<file path="src/fma_defines.svh">
`ifndef FMA_DEFINES_SVH
`define FMA_DEFINES_SVH

// fp32 field layout
`define FMA_FP_WIDTH   32
`define FMA_EXP_WIDTH  8
`define FMA_MANT_WIDTH 23
`define FMA_BIAS       127

// full 24x24 significand product
`define FMA_PROD_WIDTH 48

// alignment bits below the product lsb
`define FMA_GUARD_BITS 3

// canonical indefinite nan
`define FMA_QNAN_INDEF 32'hffc0_0000

`endif

</file>
<file path="src/fp_pkg.sv">
`include "fma_defines.svh"

package fp_pkg;

    typedef struct packed {
        logic                       sign;
        logic [`FMA_EXP_WIDTH-1:0]  exp;
        logic [`FMA_MANT_WIDTH-1:0] mant;
    } fp_encoding_t;

    // subnormals are reported as zero
    typedef struct packed {
        logic is_zero;
        logic is_inf;
        logic is_nan;
        logic is_signalling;
        logic is_normal;
        logic is_minus;
    } fp_class_t;

    typedef enum logic [2:0] {
        RNE = 3'b000,
        RTZ = 3'b001,
        RDN = 3'b010,
        RUP = 3'b011,
        RMM = 3'b100
    } roundmode_e;

    function automatic fp_class_t fp_classify(input fp_encoding_t enc);
        fp_class_t cls;
        logic      exp_ones;
        logic      exp_zero;
        logic      mant_zero;
        exp_ones          = &enc.exp;
        exp_zero          = ~|enc.exp;
        mant_zero         = ~|enc.mant;
        cls.is_zero       = exp_zero;
        cls.is_inf        = exp_ones & mant_zero;
        cls.is_nan        = exp_ones & ~mant_zero;
        // quiet bit clear means signalling
        cls.is_signalling = cls.is_nan & ~enc.mant[`FMA_MANT_WIDTH-1];
        cls.is_normal     = ~exp_zero & ~exp_ones;
        cls.is_minus      = enc.sign;
        return cls;
    endfunction

endpackage

</file>
<file path="src/fma_pkg.sv">
`include "fma_defines.svh"

package fma_pkg;

    // special-case class decided once in the multiply stage
    typedef enum logic [2:0] {
        CASE_FINITE,
        CASE_NAN_A,
        CASE_NAN_B,
        CASE_NAN_C,
        CASE_INVALID,
        CASE_INF_PROD,
        CASE_INF_C,
        CASE_ZERO_PROD
    } fma_case_e;

    // product handed from multiply stage to add stage
    typedef struct packed {
        logic                              sign;
        // biased, signed, two bits of carry room
        logic signed [`FMA_EXP_WIDTH+1:0]  exp;
        // hidden bit at the msb
        logic [`FMA_PROD_WIDTH-1:0]        mant;
        fma_case_e                         fcase;
        // holds the nan operand for the nan cases
        fp_pkg::fp_encoding_t              c;
        logic                              c_sign;
        logic                              zero_sign;
        logic                              invalid;
    } fma_prod_t;

endpackage

</file>
<file path="src/fma_prod_if.sv">
`timescale 1ns/100ps

interface fma_prod_if (
    input logic clk_i,
    input logic arst_n_i
);
    import fma_pkg::*;

    logic      valid;
    // meaningful only while valid is high
    fma_prod_t payload;

    modport mul_mp (
        input  clk_i,
        input  arst_n_i,
        output valid,
        output payload
    );

    modport add_mp (
        input  clk_i,
        input  arst_n_i,
        input  valid,
        input  payload
    );

endinterface

</file>
<file path="src/lzc.sv">
`timescale 1ns/100ps

module lzc #(
    parameter  int WIDTH     = 32,
    localparam int CNT_WIDTH = $clog2(WIDTH + 1)
) (
    input  logic [WIDTH-1:0]     a_i,
    output logic [CNT_WIDTH-1:0] cnt_o,
    output logic                 zero_o
);

    // highest set bit wins, scanning up from the lsb
    always_comb
    begin
        cnt_o = CNT_WIDTH'(WIDTH);
        for (int i = 0; i < WIDTH; i++)
        begin
            if (a_i[i])
                cnt_o = CNT_WIDTH'(WIDTH - 1 - i);
        end
    end

    assign zero_o = ~|a_i;

    // count saturates at WIDTH only for an all-zero input
    always_comb
    begin
        assert final ((cnt_o <= WIDTH) && (zero_o == (cnt_o == CNT_WIDTH'(WIDTH))))
            else $error("lzc count out of range");
    end

endmodule

</file>
<file path="src/fma_mul_stage.sv">
`timescale 1ns/100ps
`include "fma_defines.svh"

module fma_mul_stage (
    input  logic                     clk_i,
    input  logic                     arst_n_i,
    input  logic                     valid_i,
    input  logic [`FMA_FP_WIDTH-1:0] a_i,
    input  logic [`FMA_FP_WIDTH-1:0] b_i,
    input  logic [`FMA_FP_WIDTH-1:0] c_i,
    input  logic                     sub_i,
    input  fp_pkg::roundmode_e       rnd_i,
    fma_prod_if.mul_mp               prod_o
);
    import fp_pkg::*;
    import fma_pkg::*;

    localparam int PW = `FMA_PROD_WIDTH;
    localparam int EW = `FMA_EXP_WIDTH + 2;
    localparam int LW = $clog2(PW);

    fp_encoding_t         a_enc;
    fp_encoding_t         b_enc;
    fp_encoding_t         c_enc;
    fp_class_t            a_cls;
    fp_class_t            b_cls;
    fp_class_t            c_cls;
    logic [PW-1:0]        raw_mant;
    logic [PW-1:0]        norm_mant;
    logic [LW-1:0]        shamt;
    logic signed [EW-1:0] raw_exp;
    logic signed [EW-1:0] norm_exp;
    logic                 prod_sign;
    logic                 c_eff_sign;
    logic                 prod_inf;
    fma_case_e            prod_case;
    fma_prod_t            prod_d;

    assign a_enc = a_i;
    assign b_enc = b_i;
    assign c_enc = c_i;
    assign a_cls = fp_classify(a_i);
    assign b_cls = fp_classify(b_i);
    assign c_cls = fp_classify(c_i);

    assign prod_sign  = a_cls.is_minus ^ b_cls.is_minus;
    assign c_eff_sign = c_cls.is_minus ^ sub_i;

    //////////////////////////////////////////////////
    // multiply and normalize
    //////////////////////////////////////////////////
    assign raw_mant = {a_cls.is_normal, a_enc.mant} * {b_cls.is_normal, b_enc.mant};
    assign raw_exp  = EW'(a_enc.exp) + EW'(b_enc.exp) - EW'(`FMA_BIAS);

    lzc #(.WIDTH(PW - 1)) mul_lzc_inst (
        .a_i    (raw_mant[PW-2:0]),
        .cnt_o  (shamt),
        .zero_o ()
    );

    // product in [1,4), hidden bit ends up at the msb
    always_comb
    begin
        if (raw_mant[PW-1])
        begin
            norm_mant = raw_mant;
            norm_exp  = raw_exp + EW'(1);
        end
        else
        begin
            norm_mant = {raw_mant[PW-2:0] << shamt, 1'b0};
            norm_exp  = raw_exp - $signed(EW'(shamt));
        end
    end

    //////////////////////////////////////////////////
    // special cases
    //////////////////////////////////////////////////
    assign prod_inf = (a_cls.is_inf | b_cls.is_inf) & ~(a_cls.is_nan | b_cls.is_nan)
                    & ~(a_cls.is_zero | b_cls.is_zero);

    always_comb
    begin
        if ((a_cls.is_inf & b_cls.is_zero) | (a_cls.is_zero & b_cls.is_inf)
            | (prod_inf & c_cls.is_inf & (prod_sign ^ c_eff_sign)))
            prod_case = CASE_INVALID;
        else if (a_cls.is_nan)
            prod_case = CASE_NAN_A;
        else if (b_cls.is_nan)
            prod_case = CASE_NAN_B;
        else if (c_cls.is_nan)
            prod_case = CASE_NAN_C;
        else if (prod_inf)
            prod_case = CASE_INF_PROD;
        else if (c_cls.is_inf)
            prod_case = CASE_INF_C;
        else if (a_cls.is_zero | b_cls.is_zero)
            prod_case = CASE_ZERO_PROD;
        else
            prod_case = CASE_FINITE;
    end

    always_comb
    begin
        prod_d.sign  = prod_sign;
        prod_d.exp   = norm_exp;
        prod_d.mant  = norm_mant;
        prod_d.fcase = prod_case;
        // nan operand rides in the c slot
        case (prod_case)
            CASE_NAN_A: prod_d.c = a_enc;
            CASE_NAN_B: prod_d.c = b_enc;
            default:    prod_d.c = c_enc;
        endcase
        prod_d.c_sign    = c_eff_sign;
        prod_d.zero_sign = (rnd_i == RDN);
        prod_d.invalid   = a_cls.is_signalling | b_cls.is_signalling | c_cls.is_signalling
                         | (prod_case == CASE_INVALID);
    end

    always_ff @(posedge clk_i or negedge arst_n_i)
    begin
        if (!arst_n_i)
            prod_o.valid <= 1'b0;
        else
            prod_o.valid <= valid_i;
    end

    always_ff @(posedge clk_i)
    begin
        if (valid_i)
            prod_o.payload <= prod_d;
    end

    // the add stage relies on a normalized product
    assert property (@(posedge clk_i) disable iff (!arst_n_i)
        (prod_o.valid && (prod_o.payload.fcase == CASE_FINITE)) |-> prod_o.payload.mant[PW-1])
        else $error("finite product not normalized");

endmodule

</file>
<file path="src/fma_add_stage.sv">
`timescale 1ns/100ps
`include "fma_defines.svh"

module fma_add_stage (
    input  logic                     clk_i,
    input  logic                     arst_n_i,
    fma_prod_if.add_mp               prod_i,
    output logic                     valid_o,
    output logic [`FMA_FP_WIDTH-1:0] result_o,
    output logic [1:0]               round_sticky_o,
    output logic                     invalid_o,
    output logic                     overflow_o
);
    import fp_pkg::*;
    import fma_pkg::*;

    localparam int PW      = `FMA_PROD_WIDTH;
    localparam int GB      = `FMA_GUARD_BITS;
    localparam int MW      = `FMA_MANT_WIDTH;
    localparam int EW      = `FMA_EXP_WIDTH + 2;
    localparam int AW      = PW + GB;
    localparam int SW      = AW + 2;
    localparam int HW      = (SW - 1) / 2;
    localparam int CW      = $clog2(HW + 1);
    localparam int LZW     = $clog2(SW);
    localparam int RB      = SW - 3 - MW;
    localparam int EXP_MAX = (1 << `FMA_EXP_WIDTH) - 1;

    fma_prod_t            pr;
    fp_class_t            c_cls;
    logic signed [EW-1:0] p_exp;
    logic signed [EW-1:0] c_exp;
    logic signed [EW-1:0] big_exp;
    logic signed [EW-1:0] small_exp;
    logic signed [EW-1:0] norm_exp;
    logic [EW-1:0]        exp_diff;
    logic [AW-1:0]        p_ext;
    logic [AW-1:0]        c_ext;
    logic [AW-1:0]        big_m;
    logic [AW-1:0]        small_m;
    logic [AW-1:0]        small_sh;
    logic [AW-1:0]        shifted_out;
    logic [SW-1:0]        sum;
    logic [SW-2:0]        norm_m;
    logic [CW-1:0]        hi_cnt;
    logic [CW-1:0]        lo_cnt;
    logic [LZW-1:0]       lz;
    logic                 hi_zero;
    logic                 lo_zero;
    logic                 swap;
    logic                 eff_sub;
    logic                 big_sign;
    logic                 align_sticky;
    logic                 drop;
    logic                 sum_zero;
    fp_encoding_t         res_d;
    logic [1:0]           rs_d;
    logic                 ovf_d;

    assign pr    = prod_i.payload;
    assign c_cls = fp_classify(pr.c);
    assign p_exp = pr.exp;
    assign c_exp = {2'b00, pr.c.exp};

    //////////////////////////////////////////////////
    // align
    //////////////////////////////////////////////////
    assign p_ext = {pr.mant, {GB{1'b0}}};
    assign c_ext = c_cls.is_zero ? '0 : {1'b1, pr.c.mant, {(AW - MW - 1){1'b0}}};

    // larger magnitude stays put, a zero c never does
    assign swap = ~c_cls.is_zero
                & ((c_exp > p_exp) || ((c_exp == p_exp) && (c_ext > p_ext)));

    assign big_m     = swap ? c_ext : p_ext;
    assign small_m   = swap ? p_ext : c_ext;
    assign big_exp   = swap ? c_exp : p_exp;
    assign small_exp = swap ? p_exp : c_exp;
    assign big_sign  = swap ? pr.c_sign : pr.sign;
    assign exp_diff  = big_exp - small_exp;

    assign {small_sh, shifted_out} = {small_m, {AW{1'b0}}} >> exp_diff;
    // a far smaller operand leaves the window entirely
    assign align_sticky = (exp_diff > EW'(AW)) ? |small_m : |shifted_out;

    assign eff_sub = pr.sign ^ pr.c_sign;
    assign sum = eff_sub ? ({1'b0, big_m, 1'b0} - {1'b0, small_sh, align_sticky})
                         : ({1'b0, big_m, 1'b0} + {1'b0, small_sh, align_sticky});

    //////////////////////////////////////////////////
    // normalize
    //////////////////////////////////////////////////
    lzc #(.WIDTH(HW)) hi_lzc_inst (
        .a_i    (sum[SW-2:HW]),
        .cnt_o  (hi_cnt),
        .zero_o (hi_zero)
    );

    lzc #(.WIDTH(HW)) lo_lzc_inst (
        .a_i    (sum[HW-1:0]),
        .cnt_o  (lo_cnt),
        .zero_o (lo_zero)
    );

    assign lz       = hi_zero ? (LZW'(HW) + LZW'(lo_cnt)) : LZW'(hi_cnt);
    assign sum_zero = hi_zero & lo_zero & ~sum[SW-1];

    always_comb
    begin
        if (sum[SW-1])
        begin
            norm_m   = sum[SW-1:1];
            norm_exp = big_exp + EW'(1);
            drop     = sum[0];
        end
        else
        begin
            norm_m   = sum[SW-2:0] << lz;
            norm_exp = big_exp - $signed(EW'(lz));
            drop     = 1'b0;
        end
    end

    //////////////////////////////////////////////////
    // result select
    //////////////////////////////////////////////////
    always_comb
    begin
        res_d = '0;
        rs_d  = 2'b00;
        ovf_d = 1'b0;
        case (pr.fcase)
            CASE_NAN_A, CASE_NAN_B, CASE_NAN_C:
            begin
                res_d      = pr.c;
                res_d.mant = {1'b1, pr.c.mant[MW-2:0]};
            end
            CASE_INVALID:
                res_d = `FMA_QNAN_INDEF;
            CASE_INF_PROD:
            begin
                res_d.sign = pr.sign;
                res_d.exp  = '1;
            end
            CASE_INF_C:
            begin
                res_d.sign = pr.c_sign;
                res_d.exp  = '1;
            end
            CASE_ZERO_PROD:
            begin
                if (!c_cls.is_zero)
                    res_d = {pr.c_sign, pr.c.exp, pr.c.mant};
                else if (pr.sign == pr.c_sign)
                    res_d.sign = pr.sign;
                else
                    res_d.sign = pr.zero_sign;
            end
            default:
            begin
                if (sum_zero)
                    res_d.sign = pr.zero_sign;
                else if (norm_exp >= EXP_MAX)
                begin
                    res_d.sign = big_sign;
                    res_d.exp  = '1;
                    ovf_d      = 1'b1;
                end
                else if (norm_exp > 0)
                begin
                    res_d.sign = big_sign;
                    res_d.exp  = norm_exp[`FMA_EXP_WIDTH-1:0];
                    res_d.mant = norm_m[SW-3 -: MW];
                    rs_d       = {norm_m[RB], (|norm_m[RB-1:0]) | drop | align_sticky};
                end
                else
                    // below the normal range, flushed
                    res_d.sign = big_sign;
            end
        endcase
    end

    always_ff @(posedge clk_i or negedge arst_n_i)
    begin
        if (!arst_n_i)
        begin
            valid_o    <= 1'b0;
            invalid_o  <= 1'b0;
            overflow_o <= 1'b0;
        end
        else
        begin
            valid_o    <= prod_i.valid;
            invalid_o  <= prod_i.valid & pr.invalid;
            overflow_o <= prod_i.valid & ovf_d;
        end
    end

    always_ff @(posedge clk_i)
    begin
        if (prod_i.valid)
        begin
            result_o       <= res_d;
            round_sticky_o <= rs_d;
        end
    end

    // invalid is decided upstream, overflow here
    assert property (@(posedge clk_i) disable iff (!arst_n_i) !(invalid_o && overflow_o))
        else $error("invalid and overflow raised together");

endmodule

</file>
<file path="src/fma_top.sv">
`timescale 1ns/100ps
`include "fma_defines.svh"

module fma_top (
    input  logic                     clk_i,
    input  logic                     arst_n_i,
    input  logic                     valid_i,
    input  logic [`FMA_FP_WIDTH-1:0] a_i,
    input  logic [`FMA_FP_WIDTH-1:0] b_i,
    input  logic [`FMA_FP_WIDTH-1:0] c_i,
    input  logic                     sub_i,
    input  fp_pkg::roundmode_e       rnd_i,
    output logic                     valid_o,
    output logic [`FMA_FP_WIDTH-1:0] result_o,
    output logic [1:0]               round_sticky_o,
    output logic                     invalid_o,
    output logic                     overflow_o
);

    // product register between the two stages
    fma_prod_if prod_if_inst (
        .clk_i    (clk_i),
        .arst_n_i (arst_n_i)
    );

    fma_mul_stage mul_stage_inst (
        .clk_i    (clk_i),
        .arst_n_i (arst_n_i),
        .valid_i  (valid_i),
        .a_i      (a_i),
        .b_i      (b_i),
        .c_i      (c_i),
        .sub_i    (sub_i),
        .rnd_i    (rnd_i),
        .prod_o   (prod_if_inst.mul_mp)
    );

    fma_add_stage add_stage_inst (
        .clk_i          (clk_i),
        .arst_n_i       (arst_n_i),
        .prod_i         (prod_if_inst.add_mp),
        .valid_o        (valid_o),
        .result_o       (result_o),
        .round_sticky_o (round_sticky_o),
        .invalid_o      (invalid_o),
        .overflow_o     (overflow_o)
    );

endmodule

</file>
<file path="config.mk">
export PLATFORM = sky130hd
export DESIGN_NAME = fma_top
export DESIGN_NICKNAME = d
export VERILOG_FILES = /design/src/fp_pkg.sv /design/src/fma_pkg.sv /design/src/fma_prod_if.sv /design/src/lzc.sv /design/src/fma_mul_stage.sv /design/src/fma_add_stage.sv /design/src/fma_top.sv
export VERILOG_INCLUDE_DIRS = /design/src
export SDC_FILE = /design/constraint.sdc
export NUM_CORES = 2
export LEC_CHECK = 0
export BUFFER_PORTS_ARGS = -buffer_cell sky130_fd_sc_hd__buf_4
export CAP_MARGIN = 20
export CELL_PAD_IN_SITES_DETAIL_PLACEMENT = 0
export CELL_PAD_IN_SITES_GLOBAL_PLACEMENT = 1
export CORE_UTILIZATION = 25
export CTS_CLUSTER_DIAMETER = 200
export DETAILED_ROUTE_END_ITERATION = 8
export GPL_TIMING_DRIVEN = 0
export PLACE_DENSITY_LB_ADDON = 0.1
export SETUP_SLACK_MARGIN = 0.2
export SYNTH_ARGS = -nofsm -noshare
export SYNTH_HDL_FRONTEND = slang
export SYNTH_SLANG_ARGS = --single-unit
</file>
<file path="constraint.sdc">
create_clock -name clk_i -period 23.8 [get_ports clk_i]
set_input_delay 2.38 -clock clk_i [delete_from_list [all_inputs] [get_ports clk_i]]
set_output_delay 2.38 -clock clk_i [all_outputs]
set_load 0.02 [all_outputs]
</file>
==> results.yml <==
worst_setup_path:
  critPathMaxFanout: 10
  cp-start-kind: "register"
  cp.required_ns: 24.17
  crit_slowest_cell: "xnor2_1"
  cp_common_cell: "a21oi_1"
  critical-path-max-stage-delay_ns: 0.87
  critical_path_class: "reg -> reg"
  cp_data_arrival_time_ns: 22.82
  end_kind: "register"
  cp_top_family: "compound AO/OA/AOI/OAI gates"
  cp.buffers_inverters: 20
final_layout:
  syn2layout_area_growth_pct: 10.86
  drive_above_1_share_pct: 6.933
  final_util_pct: 27.94
  nets: 7432
clock_tree:
  numCtsBuffers: 17
  clk_latency_ns: 0.51
  htreeDepth: 4
  root_buffer: "clkbuf_16"
  cts.clk_slew.worst_paths_ns: 0.06
  cts_buffer_depth: 2
  cts_tree: "done"
  cts_sinks: 135
timing:
  period_needed_ns: 22.45
  max_freq_mhz: 44.55
  setup_viol: 0
  slew_violations: 0
  rsz0062_at_grt: "no"
  skew_ns: 0.01553
  worst_pin_slew_ns: 1.231
  finalCritPeriodShare_pct: 94.32
  slew_headroom_pct: 17.53
  hold_viol: 0
synthesis:
  syn_area_per_cell_um2: 7.703
  ys_types: 114
  ys_ff_latch: 135
  ys_warn_count: 0
  synthCells: 6315
  ys.flop_type: "edfxtp_1"
  async_flop_share_pct: 2.963
  ys_seq_area_share_pct: 8.293
  netlist_area_mm2: 0.04864
  synth_edf_count: 131
  synth.net_count: 7240
floorplan:
  rows: 161
  die-area_mm2: 0.1963
  chipHeight_um: 443.1
  fp.dieW_um: 443.1
  start_util_pct: 25.21
  core_mm2: 0.1930
  io_pins: 140
drt:
  drtIter0Drc: 4253
  first_pass_iters: 9
  wire_per_inst_um: 29.72
  vias: 49260
  via_per_inst: 5.434
  ant_nets: 0
  routed_wl_mm: 269.4
  remaining_drc_errors: 0
grt:
  overflow: 0
  antenna_found_initial: 26
  grt.total_usage_pct: 26.80
  grt_first_pass_wirelength_mm: 379.9
  grt_max_degree: 65
  grt_pass1_vias: 49690
run:
  maxCapViolCount: 0
place:
  portBuffers: 139
  dpl.hpwl_mm: 227.6
  gp_congestion: 0.9669
min_path:
  hp-class: "reg -> reg"
outcome:
  status: "finished, final reports clean"
[worst reg2reg max path: cells and delay by family (launching register included)]
kind                     cells  cell delay (ns)
AO/OA/AOI/OAI               33             7.67
AND/OR/NAND/NOR             18             5.12
XOR/XNOR                     4             1.47
flip-flops                   1             0.64
adder cells (fa/ha/maj)      5             1.46
buffers and inverters       20             5.93
[sequential cells by signal, summed over array words and instances (netlist names)]
name                           cells
add_stage_inst.invalid_o           1
add_stage_inst.overflow_o          1
add_stage_inst.result_o           32
add_stage_inst.round_sticky_o      2
add_stage_inst.valid_o             1
mul_stage_inst.prod_o.payload     97
mul_stage_inst.prod_o.valid        1
[path summary, 6_finish.rpt]
check / cells past startpoint / start / slack, ns / end
max in group asynchronous: 1 / arst_n_i / 22.03 / mul_stage_inst.prod_o.valid
min reg2reg: 1 / mul_stage_inst.prod_o.payload[0] / 0.48 / add_stage_inst.invalid_o
max: 80 / mul_stage_inst.prod_o.payload[31] / 1.35 / add_stage_inst.result_o[21]
max reg2reg: 80 / mul_stage_inst.prod_o.payload[31] / 1.35 / add_stage_inst.result_o[21]
min in group asynchronous: 1 / arst_n_i / 1.66 / add_stage_inst.invalid_o
min: 1 / mul_stage_inst.prod_o.payload[0] / 0.48 / add_stage_inst.invalid_o
[cell usage after synthesis (30+ instances only)]
master | count | share of area (%)
a211oi_1 | 48 | 0.74
a21o_1 | 70 | 1.1
a21oi_1 | 396 | 4.1
a31oi_1 | 48 | 0.62
and2_1 | 659 | 8.5
and3_1 | 44 | 0.57
buf_2 | 37 | 0.38
clkbuf_1 | 286 | 2.2
edfxtp_1 | 131 | 8.1
fa_1 | 486 | 20
ha_1 | 336 | 8.6
inv_1 | 773 | 6.0
mux2_2 | 58 | 1.3
mux2i_1 | 225 | 4.6
nand2_1 | 519 | 4.0
nand2b_1 | 49 | 0.63
nand3_1 | 144 | 1.5
nand4_1 | 51 | 0.66
nor2_1 | 451 | 3.5
nor2b_1 | 32 | 0.41
nor3_1 | 129 | 1.3
nor4_1 | 56 | 0.72
o211ai_1 | 51 | 0.79
o21a_1 | 41 | 0.63
o21ai_0 | 322 | 3.3
o21bai_1 | 51 | 0.79
o22ai_1 | 44 | 0.57
o31ai_1 | 36 | 0.56
or2_2 | 30 | 0.39
or3_1 | 34 | 0.44
xnor2_1 | 97 | 1.7
xor2_1 | 36 | 0.65
[area by class of cell]
cell class              instances  area (µm²)
clock buffers                  24       501.7
inverters                     778        2925
diodes                         20       50.05
repair buffers                173        1353
well taps                    2526        3161
flip-flops and latches        135        4035
multi-input cells            5037       40320
clock inverters                 8       63.81
plain buffers                 365        1515
fillers                     21380      139100
[routing by layer]
metal / GRT usage [%] / wire length, µm
met4: 11.16 / 11640
met2: 47.85 / 136000
met3: 1.986 / 10820
met1: 32.99 / 111000
met5: 0 / 0
[cell usage in the layout, fill, tap and decap left out, types with 46 or more instances in the layout]
cell type,Yosys,routed
nand2b_1,49,49
edfxtp_1,131,131
buf_4,14,177
nand2_1,519,519
nor3_1,129,129
and2_1,659,659
ha_1,336,336
xnor2_1,97,95
o21bai_1,51,51
o21ai_0,322,314
inv_1,773,773
mux2_2,58,58
a211oi_1,48,46
nor2_1,451,450
a31oi_1,48,48
nor4_1,56,55
clkbuf_1,286,272
o211ai_1,51,51
mux2i_1,225,225
fa_1,486,486
nand4_1,51,51
a21o_1,70,70
a21oi_1,396,396
nand3_1,144,144
[cells by family (layout without fill, tap and decap cells)]
family          after synthesis  after routing  share of synthesized area (%)
fa+ha+maj                   822            822                          28.64
other cells                   0             20                              0
simple gates               2283           2283                          24.03
mux                         311            311                          7.254
buf+inv                    1143           1348                          9.080
xor+xnor                    136            136                          2.495
flops                       135            135                          8.293
compound gates             1485           1485                          20.20
[through the flow]
stage	setup WS [ns]	cells	cell area (µm²)	hold slack, ns	TNS, ns
5_1_grt	0.2347	9057	53900	0.5156	0
2_1_floorplan	7.078	6315	48640	0.4271	0
6_report	1.352	9066	53930	0.4808	0
3_3_place_gp	-1.591	8980	52850	0.4889	-23.47
3_5_place_dp	-1.487	9010	53150	0.4921	-19.39
4_1_cts	0.2256	9045	53800	0.4959	0
[what timing repair did]
action | 4_1_cts | 5_1_grt
setup endpoints to repair | 30 | 25
setup buffers | 3 | 0
pin swaps | 2 | 0
resized for setup | 19 | 28
hold buffers | 0 | 0
Power is left out: the tool's default activity adds up to more than one toggle a clock period on the data nets, which glitch-free logic cannot reach.
